[src/logic/fetch_pkg.sv]
package fetch_pkg;

    // ************************************************
    // fetch pipeline constants
    // ************************************************
    localparam logic [31:0] reset_pc       = 32'h1c000000;
    localparam logic [31:0] fetch_step     = 32'd8;    // two instructions per group
    localparam int          ib_depth       = 8;
    localparam int          ib_ptr_w       = $clog2(ib_depth);
    localparam int          ib_cnt_w       = ib_ptr_w + 1; // count reaches ib_depth
    localparam logic [ib_cnt_w-1:0] ib_stall_level = 4;

    // exception causes carried down the fetch path
    typedef enum logic [6:0] {
        exc_adef = 7'h08,   // misaligned fetch address
        exc_pif  = 7'h03,   // reported by the cache only
        exc_tlbr = 7'h3f,   // reported by the cache only
        exc_none = 7'h7f
    } exc_cause_e;

    // one instruction buffer entry, 104 bits
    typedef struct packed {
        logic [31:0] pred_addr;
        logic [31:0] pc;
        logic [31:0] inst;
        logic        is_exception;
        exc_cause_e  cause;
    } ib_entry_t;

endpackage

[src/logic/bpu_pkg.sv]
package bpu_pkg;

    // ************************************************
    // BTB geometry
    // ************************************************
    localparam int btb_entries = 16;
    localparam int btb_idx_w   = 4;     // pc[5:2]
    localparam int btb_tag_w   = 26;    // pc[31:6]

    // 2-bit saturating direction counter
    typedef enum logic [1:0] {
        strong_not_taken = 2'b00,
        weak_not_taken   = 2'b01,   // install and reset state
        weak_taken       = 2'b10,
        strong_taken     = 2'b11
    } ctr_e;

endpackage

[src/logic/bpu_update_if.sv]
`timescale 1ns/1ps

// one resolved branch slot coming back from execute
interface bpu_update_if;

    logic        valid;         // slot holds a resolved instruction
    logic        is_bj;         // branch or jump
    logic [31:0] pc;
    logic        real_taken;
    logic [31:0] real_addr;     // actual target
    logic [31:0] pred_addr;     // what fetch guessed

    modport source
    (
        output valid, is_bj, pc, real_taken, real_addr, pred_addr
    );

    modport predictor
    (
        input valid, is_bj, pc, real_taken, real_addr, pred_addr
    );

endinterface

[src/logic/fetch_pc.sv]
`timescale 1ns/1ps

module fetch_pc
    import fetch_pkg::*;
(
    input  logic        cpu_clk,
    input  logic        reset,
    input  logic        stall,          // instruction buffer nearly full
    input  logic        pause,
    input  logic        flush,          // backend redirect
    input  logic [31:0] new_pc,
    input  logic        bpu_flush,      // misprediction redirect
    input  logic [31:0] redirect_pc,
    input  logic        pred_taken,
    input  logic [31:0] pred_addr,
    output logic [31:0] pc,
    output logic        is_exception,
    output exc_cause_e  exception_cause,
    output logic        inst_rreq
);

    logic fetch_en;     // low for the first cycle out of reset

    // ************************************************
    // next pc selection
    // ************************************************
    always_ff @(posedge cpu_clk)
    begin
        if (reset)
            pc <= reset_pc;
        else if (flush)
            pc <= new_pc;
        else if (bpu_flush)
            pc <= redirect_pc;
        else if (pause || stall)
            pc <= pc;                   // hold
        else if (pred_taken)
            pc <= pred_addr;
        else
            pc <= pc + fetch_step;
    end

    always_ff @(posedge cpu_clk)
    begin
        if (reset)
            fetch_en <= 1'b0;
        else
            fetch_en <= 1'b1;
    end

    assign inst_rreq       = fetch_en && !stall && !pause;
    assign is_exception    = |pc[1:0];                  // word aligned fetch only
    assign exception_cause = is_exception ? exc_adef : exc_none;

    a_pc_known : assert property (@(posedge cpu_clk) disable iff (reset)
        !$isunknown(pc));

endmodule

[src/logic/branch_predictor.sv]
`timescale 1ns/1ps

module branch_predictor
    import fetch_pkg::*, bpu_pkg::*;
(
    input  logic                   cpu_clk,
    input  logic                   reset,
    input  logic [31:0]            if_pc,
    bpu_update_if.predictor        upd0,
    bpu_update_if.predictor        upd1,
    output logic                   pred_taken,
    output logic [31:0]            pred_addr,
    output logic                   bpu_flush,
    output logic [31:0]            redirect_pc
);

    logic                 btb_valid  [btb_entries];
    ctr_e                 btb_ctr    [btb_entries];
    logic [btb_tag_w-1:0] btb_tag    [btb_entries];
    logic [31:0]          btb_target [btb_entries];

    logic [31:0]          look_pc1;
    logic [btb_idx_w-1:0] l0_idx, l1_idx;
    logic                 l0_taken, l1_taken;

    logic                 u0_act, u1_act;
    logic [btb_idx_w-1:0] u0_idx, u1_idx;
    logic                 u0_hit, u1_hit;
    ctr_e                 u0_ctr, u1_ctr;
    logic [31:0]          u0_next, u1_next;
    logic                 u0_mis, u1_mis;

    function automatic ctr_e ctr_step(input ctr_e cur, input logic taken);
        ctr_e nxt;
        case (cur)
            strong_not_taken: nxt = taken ? weak_not_taken : strong_not_taken;
            weak_not_taken:   nxt = taken ? weak_taken     : strong_not_taken;
            weak_taken:       nxt = taken ? strong_taken   : weak_not_taken;
            default:          nxt = taken ? strong_taken   : weak_taken;
        endcase
        return nxt;
    endfunction

    function automatic logic [31:0] correct_next(input logic taken,
                                                 input logic [31:0] target,
                                                 input logic [31:0] pc);
        return taken ? target : pc + 32'd4;
    endfunction

    // ************************************************
    // lookup for both slots of the fetch group
    // ************************************************
    assign look_pc1 = if_pc + 32'd4;
    assign l0_idx   = if_pc[2 +: btb_idx_w];
    assign l1_idx   = look_pc1[2 +: btb_idx_w];

    assign l0_taken = btb_valid[l0_idx] && btb_tag[l0_idx] == if_pc[31 -: btb_tag_w]
                      && btb_ctr[l0_idx] inside {weak_taken, strong_taken};
    assign l1_taken = btb_valid[l1_idx] && btb_tag[l1_idx] == look_pc1[31 -: btb_tag_w]
                      && btb_ctr[l1_idx] inside {weak_taken, strong_taken};

    assign pred_taken = l0_taken || l1_taken;
    assign pred_addr  = l0_taken ? btb_target[l0_idx] :      // older slot first
                        l1_taken ? btb_target[l1_idx] : if_pc + fetch_step;

    // ************************************************
    // training from execute
    // ************************************************
    assign u0_act = upd0.valid && upd0.is_bj;
    assign u1_act = upd1.valid && upd1.is_bj;
    assign u0_idx = upd0.pc[2 +: btb_idx_w];
    assign u1_idx = upd1.pc[2 +: btb_idx_w];
    assign u0_hit = btb_valid[u0_idx] && btb_tag[u0_idx] == upd0.pc[31 -: btb_tag_w];
    assign u1_hit = btb_valid[u1_idx] && btb_tag[u1_idx] == upd1.pc[31 -: btb_tag_w];
    assign u0_ctr = ctr_step(u0_hit ? btb_ctr[u0_idx] : weak_not_taken, upd0.real_taken);
    assign u1_ctr = ctr_step(u1_hit ? btb_ctr[u1_idx] : weak_not_taken, upd1.real_taken);

    always_ff @(posedge cpu_clk)
    begin
        if (reset)
        begin
            for (int i = 0; i < btb_entries; i++)
            begin
                btb_valid[i] <= 1'b0;
                btb_ctr[i]   <= weak_not_taken;
            end
        end
        else
        begin
            if (u0_act)
            begin
                btb_valid[u0_idx] <= 1'b1;
                btb_ctr[u0_idx]   <= u0_ctr;
            end
            if (u1_act)                     // slot 1 last so it wins a shared index
            begin
                btb_valid[u1_idx] <= 1'b1;
                btb_ctr[u1_idx]   <= u1_ctr;
            end
        end
    end

    always_ff @(posedge cpu_clk)
    begin
        if (u0_act)
        begin
            btb_tag[u0_idx] <= upd0.pc[31 -: btb_tag_w];
            if (upd0.real_taken)
                btb_target[u0_idx] <= upd0.real_addr;
        end
        if (u1_act)
        begin
            btb_tag[u1_idx] <= upd1.pc[31 -: btb_tag_w];
            if (upd1.real_taken)
                btb_target[u1_idx] <= upd1.real_addr;
        end
    end

    // misprediction check with slot 0 first
    assign u0_next = correct_next(upd0.real_taken, upd0.real_addr, upd0.pc);
    assign u1_next = correct_next(upd1.real_taken, upd1.real_addr, upd1.pc);
    assign u0_mis  = u0_act && upd0.pred_addr != u0_next;
    assign u1_mis  = u1_act && upd1.pred_addr != u1_next;

    assign bpu_flush   = u0_mis || u1_mis;
    assign redirect_pc = u0_mis ? u0_next : u1_next;

    a_redirect_known : assert property (@(posedge cpu_clk) disable iff (reset)
        bpu_flush |-> !$isunknown(redirect_pc));

endmodule

[src/logic/inst_buffer.sv]
`timescale 1ns/1ps

module inst_buffer
    import fetch_pkg::*;
(
    input  logic        cpu_clk,
    input  logic        reset,
    input  logic        flush,
    input  logic        inst_valid,     // cache returns a group
    input  logic        get_data_req,   // backend takes two
    input  logic [31:0] pc1,
    input  logic [31:0] pc2,
    input  logic [31:0] inst1,
    input  logic [31:0] inst2,
    input  logic [31:0] pred_addr,
    input  logic        is_exception1,
    input  logic        is_exception2,
    input  exc_cause_e  cause1,
    input  exc_cause_e  cause2,
    output ib_entry_t   data_out1,
    output ib_entry_t   data_out2,
    output logic        data_valid,
    output logic        stall
);

    ib_entry_t            mem [ib_depth];
    logic [ib_ptr_w-1:0]  rd_ptr;
    logic [ib_ptr_w-1:0]  wr_ptr;
    logic [ib_cnt_w-1:0]  count;
    logic                 push;
    logic                 pop;
    ib_entry_t            entry1, entry2;

    assign entry1 = '{pred_addr: pred_addr, pc: pc1, inst: inst1,
                      is_exception: is_exception1, cause: cause1};
    assign entry2 = '{pred_addr: pred_addr, pc: pc2, inst: inst2,
                      is_exception: is_exception2, cause: cause2};

    assign data_valid = count >= ib_cnt_w'(2);
    assign stall      = count >= ib_stall_level;
    assign push       = inst_valid && !flush && int'(count) <= ib_depth - 2;
    assign pop        = get_data_req && data_valid;

    // ************************************************
    // pointers and fill count
    // ************************************************
    always_ff @(posedge cpu_clk)
    begin
        if (reset || flush)
        begin
            rd_ptr <= '0;
            wr_ptr <= '0;
            count  <= '0;
        end
        else
        begin
            if (push)
                wr_ptr <= wr_ptr + ib_ptr_w'(2);
            if (pop)
                rd_ptr <= rd_ptr + ib_ptr_w'(2);
            count <= count + (push ? ib_cnt_w'(2) : '0) - (pop ? ib_cnt_w'(2) : '0);
        end
    end

    always_ff @(posedge cpu_clk)
    begin
        if (push)
        begin
            mem[wr_ptr]                 <= entry1;
            mem[wr_ptr + ib_ptr_w'(1)]  <= entry2;
        end
    end

    // two oldest entries, read asynchronously
    assign data_out1 = mem[rd_ptr];
    assign data_out2 = mem[rd_ptr + ib_ptr_w'(1)];

    a_no_overflow : assert property (@(posedge cpu_clk) disable iff (reset || flush)
        inst_valid |-> int'(count) <= ib_depth - 2);

    a_pop_ready : assert property (@(posedge cpu_clk) disable iff (reset)
        get_data_req |-> data_valid);

endmodule

[src/logic/fetch_front.sv]
`timescale 1ns/1ps

module fetch_front
    import fetch_pkg::*;
(
    input  logic        cpu_clk,
    input  logic        reset,

    // backend control
    input  logic        fb_flush,
    input  logic        fb_pause,
    input  logic [31:0] fb_new_pc,
    input  logic        get_data_req,

    // ************************************************
    // instruction cache return
    // ************************************************
    input  logic        icache_pc_suspend,
    input  logic        icache_inst_valid,
    input  logic [31:0] pc_for_buffer1,
    input  logic [31:0] pc_for_buffer2,
    input  logic [31:0] inst_for_buffer1,
    input  logic [31:0] inst_for_buffer2,
    input  logic [31:0] pred_addr_for_buffer,
    input  logic        icache_is_exception1,
    input  logic        icache_is_exception2,
    input  exc_cause_e  icache_exception_cause1,
    input  exc_cause_e  icache_exception_cause2,

    // ************************************************
    // execute stage branch resolution
    // ************************************************
    input  logic        ex_valid1,
    input  logic        ex_valid2,
    input  logic        ex_is_bj1,
    input  logic        ex_is_bj2,
    input  logic [31:0] ex_pc1,
    input  logic [31:0] ex_pc2,
    input  logic        real_taken1,
    input  logic        real_taken2,
    input  logic [31:0] real_addr1,
    input  logic [31:0] real_addr2,
    input  logic [31:0] pred_addr1,
    input  logic [31:0] pred_addr2,

    // to the cache
    output logic [31:0] pi_pc,
    output logic        pi_is_exception,
    output exc_cause_e  pi_exception_cause,
    output logic        inst_rreq,
    output logic        bpu_flush,
    output logic        bpu_pred_taken,
    output logic [31:0] bpu_pred_addr,

    // to the backend
    output logic        fb_valid,
    output logic [31:0] fb_pc_out1,
    output logic [31:0] fb_pc_out2,
    output logic [31:0] fb_inst_out1,
    output logic [31:0] fb_inst_out2,
    output logic [31:0] fb_pre_branch_addr1,
    output logic [31:0] fb_pre_branch_addr2,
    output logic        fb_is_exception1,
    output logic        fb_is_exception2,
    output exc_cause_e  fb_exception_cause1,
    output exc_cause_e  fb_exception_cause2
);

    logic        ib_stall;
    logic [31:0] redirect_pc;
    ib_entry_t   data_out1, data_out2;

    bpu_update_if upd0_bus ();
    bpu_update_if upd1_bus ();

    assign upd0_bus.valid      = ex_valid1;
    assign upd0_bus.is_bj      = ex_is_bj1;
    assign upd0_bus.pc         = ex_pc1;
    assign upd0_bus.real_taken = real_taken1;
    assign upd0_bus.real_addr  = real_addr1;
    assign upd0_bus.pred_addr  = pred_addr1;

    assign upd1_bus.valid      = ex_valid2;
    assign upd1_bus.is_bj      = ex_is_bj2;
    assign upd1_bus.pc         = ex_pc2;
    assign upd1_bus.real_taken = real_taken2;
    assign upd1_bus.real_addr  = real_addr2;
    assign upd1_bus.pred_addr  = pred_addr2;

    fetch_pc fetch_pc_i
    (
        .cpu_clk         (cpu_clk),
        .reset           (reset),
        .stall           (ib_stall),
        .pause           (fb_pause || icache_pc_suspend),
        .flush           (fb_flush),
        .new_pc          (fb_new_pc),
        .bpu_flush       (bpu_flush),
        .redirect_pc     (redirect_pc),
        .pred_taken      (bpu_pred_taken),
        .pred_addr       (bpu_pred_addr),
        .pc              (pi_pc),
        .is_exception    (pi_is_exception),
        .exception_cause (pi_exception_cause),
        .inst_rreq       (inst_rreq)
    );

    branch_predictor branch_predictor_i
    (
        .cpu_clk     (cpu_clk),
        .reset       (reset),
        .if_pc       (pi_pc),
        .upd0        (upd0_bus),
        .upd1        (upd1_bus),
        .pred_taken  (bpu_pred_taken),
        .pred_addr   (bpu_pred_addr),
        .bpu_flush   (bpu_flush),
        .redirect_pc (redirect_pc)
    );

    inst_buffer inst_buffer_i
    (
        .cpu_clk       (cpu_clk),
        .reset         (reset),
        .flush         (fb_flush || bpu_flush),     // either redirect drops queued groups
        .inst_valid    (icache_inst_valid),
        .get_data_req  (get_data_req),
        .pc1           (pc_for_buffer1),
        .pc2           (pc_for_buffer2),
        .inst1         (inst_for_buffer1),
        .inst2         (inst_for_buffer2),
        .pred_addr     (pred_addr_for_buffer),
        .is_exception1 (icache_is_exception1),
        .is_exception2 (icache_is_exception2),
        .cause1        (icache_exception_cause1),
        .cause2        (icache_exception_cause2),
        .data_out1     (data_out1),
        .data_out2     (data_out2),
        .data_valid    (fb_valid),
        .stall         (ib_stall)
    );

    // unpack buffer entries for the backend
    assign fb_pre_branch_addr1 = data_out1.pred_addr;
    assign fb_pre_branch_addr2 = data_out2.pred_addr;
    assign fb_pc_out1          = data_out1.pc;
    assign fb_pc_out2          = data_out2.pc;
    assign fb_inst_out1        = data_out1.inst;
    assign fb_inst_out2        = data_out2.inst;
    assign fb_is_exception1    = data_out1.is_exception;
    assign fb_is_exception2    = data_out2.is_exception;
    assign fb_exception_cause1 = data_out1.cause;
    assign fb_exception_cause2 = data_out2.cause;

endmodule

[config.mk]
export PLATFORM = sky130hd
export DESIGN_NAME = fetch_front
export DESIGN_NICKNAME = d
export VERILOG_FILES = /design/src/logic/fetch_pkg.sv /design/src/logic/bpu_pkg.sv /design/src/logic/bpu_update_if.sv /design/src/logic/fetch_pc.sv /design/src/logic/branch_predictor.sv /design/src/logic/inst_buffer.sv /design/src/logic/fetch_front.sv
export SDC_FILE = /design/constraint.sdc
export NUM_CORES = 2
export LEC_CHECK = 0
export BUFFER_PORTS_ARGS = -buffer_cell sky130_fd_sc_hd__clkbuf_2
export CORE_ASPECT_RATIO = 1.1
export CORE_MARGIN = 4
export CORE_UTILIZATION = 30
export DETAILED_ROUTE_END_ITERATION = 10
export SYNTH_ARGS = -nofsm -noshare
export SYNTH_HDL_FRONTEND = slang
export SYNTH_SLANG_ARGS = --single-unit
[constraint.sdc]
create_clock -name cpu_clk -period 13.2 [get_ports cpu_clk]
set_input_delay 1.98 -clock cpu_clk [delete_from_list [all_inputs] [get_ports cpu_clk]]
set_output_delay 1.98 -clock cpu_clk [all_outputs]
set_load 0.1 [all_outputs]
==> impl_metrics.tcl <==
set metrics [dict create \
    clock_power_share_pct 38.6 \
    hp-class "register to register" \
    final_cell_mix "edfxtp_1, nand2_1, mux4_2, clkbuf_2, mux2_2" \
    layout_commonest_cell "edfxtp_1" \
    ys.flop_type "edfxtp_1" \
    ys_types 105 \
    maxCapViolations 0 \
    relSlewSlack_pct 6.43 \
    worst-path-buf-inv 4 \
    drv_slew 0 \
    syn2layout_area_growth_pct 14.5 \
    drc 0 \
    ys_seq_area_share_pct 51.0 \
    place_congestion 0.995 \
    clkLatencyLatePin_ns 0.91 \
    async_reset_ff_share_pct 0 \
    critPathMaxStageDelay_ns 0.91 \
    cp_max_fo 39 \
    grt_start_max_net_pins 126 \
    numPortBuffers 695 \
    power_density_nw_per_um2 126 \
    comb_power_share_pct 18.5 \
    post_synth_instance_area_um2 100000 \
    grt_pass1_wl_mm 640 \
    fin_cells 12000 \
    root_buffer "clkbuf_16" \
    cts.path.max_buffers 4 \
    critPathMostFrequentCell "buf_4" \
    wl_per_cell_um 39.7 \
    layout.nets 7856 \
    die_width_um 559 \
    syn_inst 7075 \
    period_minus_slack_ns 10.61 \
    vias_per_cell 6.24 \
    drt-pass1-iter-count 9 \
    cts_made_buffers 195 \
    p_int_mw 10.2 \
    ioPinCount 697 \
    cp-end-kind "output pin" \
    synthTopCellsByArea "edfxtp_1, mux4_2, mux2_2, nand2_1, xnor2_1" \
    finalClockSkew_ns 0.0557 \
    crit_slowest_cell "dfxtp_4" \
    drtIter0Drc 11400 \
    core_um2 333000 \
    arrival_ns 8.63 \
    peakVddDrop_uv 130 \
    swShare_pct 29.5 \
    fin_tns_setup_ns 0 \
    cts_tree "built" \
    post-cts-setup-buffers 0 \
    wl_mm 476 \
    start_util_pct 30.1 \
    holdBufCountCts 0 \
    ant_nets 0 \
    crit_path_start_kind "register" \
    grt_usage_pct 26.7 \
    avgSynthCellArea_um2 14.2 \
    status "finished, final reports clean" \
    fmax_mhz 94.2 \
    period_share_pct 80.4 \
    hold_viol 0 \
    grt_antenna_before_repair 96 \
    clk_pin_slew_ns 0.06 \
    yosysTopAreaCell "edfxtp_1" \
    grt_pass1_vias 73500 \
    synth_fp_nets 7506 \
    h-tree-depth 4 \
    path_cells "buf_4 -> buf_4 -> mux4_1 -> a22o_1 -> a221oi_2 -> xnor3_1 -> or4_1 -> or3_1 -> nor3_1 -> mux2_2 -> o21bai_1 -> inv_1 -> clkbuf_2" \
    yosysTopAreaCellShare_pct 49.8 \
    grt_remaining_overflow 0 \
    vias 74900 \
    switchingPower_mw 4.28 \
    cts_repair_resize_count 0 \
    p_leak_nw 38.3 \
    rows 222 \
    p_seq_share_pct 42.9 \
    rsz0062_at_grt "no" \
    ys.warnings.count 0 \
    worst_pin_slew_ns 1.36 \
    synth-edff-count 1664 \
    dp_cells 11600 \
    design.die.area_um2 344000 \
    cts_sinks 1726 \
    critPathRequiredTime_ns 11.22 \
    path_class "register to output pin" \
    die_h_um 615 \
    crit_family "buffers and inverters" \
    synth-seq-cells 1726 \
    setup_violations 0 \
    drive_above_1_share_pct 37.5 \
    dp_hpwl_mm 317 \
]
## power groups by stage
stage	sequential, mW	clock [mW]	combinational (mW)
final	6.22	5.60	2.69
after global routing	6.22	5.88	2.73
after CTS	6.21	5.66	2.62
after detailed placement	6.33	0	2.61
after global placement	6.32	0	2.59
after floorplan	6.33	0	1.66
## flip-flops by register name, indices dropped and copies added (netlist names), named ones only
register and flops:
branch_predictor_i.btb_ctr 32, branch_predictor_i.btb_tag 416, branch_predictor_i.btb_target 512, branch_predictor_i.btb_valid 16, fetch_pc_i.fetch_en 1, fetch_pc_i.pc 32, inst_buffer_i.count 3, inst_buffer_i.mem 704
inst_buffer_i.rd_ptr 2, inst_buffer_i.wr_ptr 2
## tightest hold or removal path, cell delays in order, from the launching register on
cell,delay [ns]
dfxtp_1,0.33
nor2_1,0.11
nor2_1,0.04
## path summary, 6_finish.rpt
check / slack [ns] / cells after the start / from / to
min: 0.52 / 2 / branch_predictor_i.btb_valid[7] / branch_predictor_i.btb_valid[7]
max: 2.59 / 13 / fetch_pc_i.pc[2] / bpu_pred_addr[4]
max reg2reg: 5.49 / 12 / fetch_pc_i.pc[2] / fetch_pc_i.pc[2]
min reg2reg: 0.52 / 2 / branch_predictor_i.btb_valid[7] / branch_predictor_i.btb_valid[7]
## cell families (layout without fill, tap and decap cells)
kind of cell / count (synthesis) / count (layout) / share of synthesized area [%]
simple gates: 1997 / 1997 / 8.66
mux: 1691 / 1691 / 30.3
flops: 1726 / 1726 / 51.0
fa+ha+maj: 20 / 20 / 0.259
other cells: 1 / 36 / 0.00374
compound gates: 542 / 542 / 3.79
buf+inv: 789 / 1300 / 3.19
xor+xnor: 309 / 309 / 2.76
## through the flow
stage	power, mW	cell area (um^2)	hold slack (ns)	util [%]	setup WS, ns
detailed placement	8.94	108000	0.507	32.6	3.69
finish	14.5	115000	0.523	34.5	2.59
floorplan	7.99	100000	0.474	-	2.27
CTS	14.5	115000	0.517	34.5	2.72
global route	14.8	115000	0.535	34.5	2.48
global placement	8.92	108000	0.493	32.6	3.80
## layer usage
metal / wire length (um) / GRT usage, % / up-vias
met5: 487 / 0 / -
met4: 41300 / 18.2 / 72
met3: 61900 / 9.58 / 1772
met2: 208000 / 40.5 / 6243
met1: 164000 / 31.7 / 38300
li1: - / - / 28500
## cell type report
type / instances / area [um^2]
Fill cell: 32000 / 218000
Sequential cell: 1726 / 51200
Multi-Input combinational cell: 4560 / 46300
Tap cell: 4368 / 5470
Timing Repair Buffer: 901 / 5190
Clock buffer: 239 / 5150
Clock inverter: 119 / 1280
Inverter: 41 / 154
Antenna cell: 35 / 87.6
## Yosys cell counts (all sizes together) (14+ instances only)
master	n
edfxtp	1664
nand2	1326
mux4	1012
mux2	558
clkbuf	442
buf	306
xnor2	211
nor2	191
o21ai	154
mux2i	121
xor2	94
nand3	85
nand4	76
nor3	64
dfxtp	62
a21oi	58
and2	41
nand2b	40
inv	39
o31ai	37
nor4	34
a31oi	32
and3	31
a22oi	30
a211oi	23
a221oi	22
and4	22
a22o	19
or4	17
ha	16
or3	16
o211ai	15
nor2b	14
Note: power is estimated with default switching activity, not from simulation.
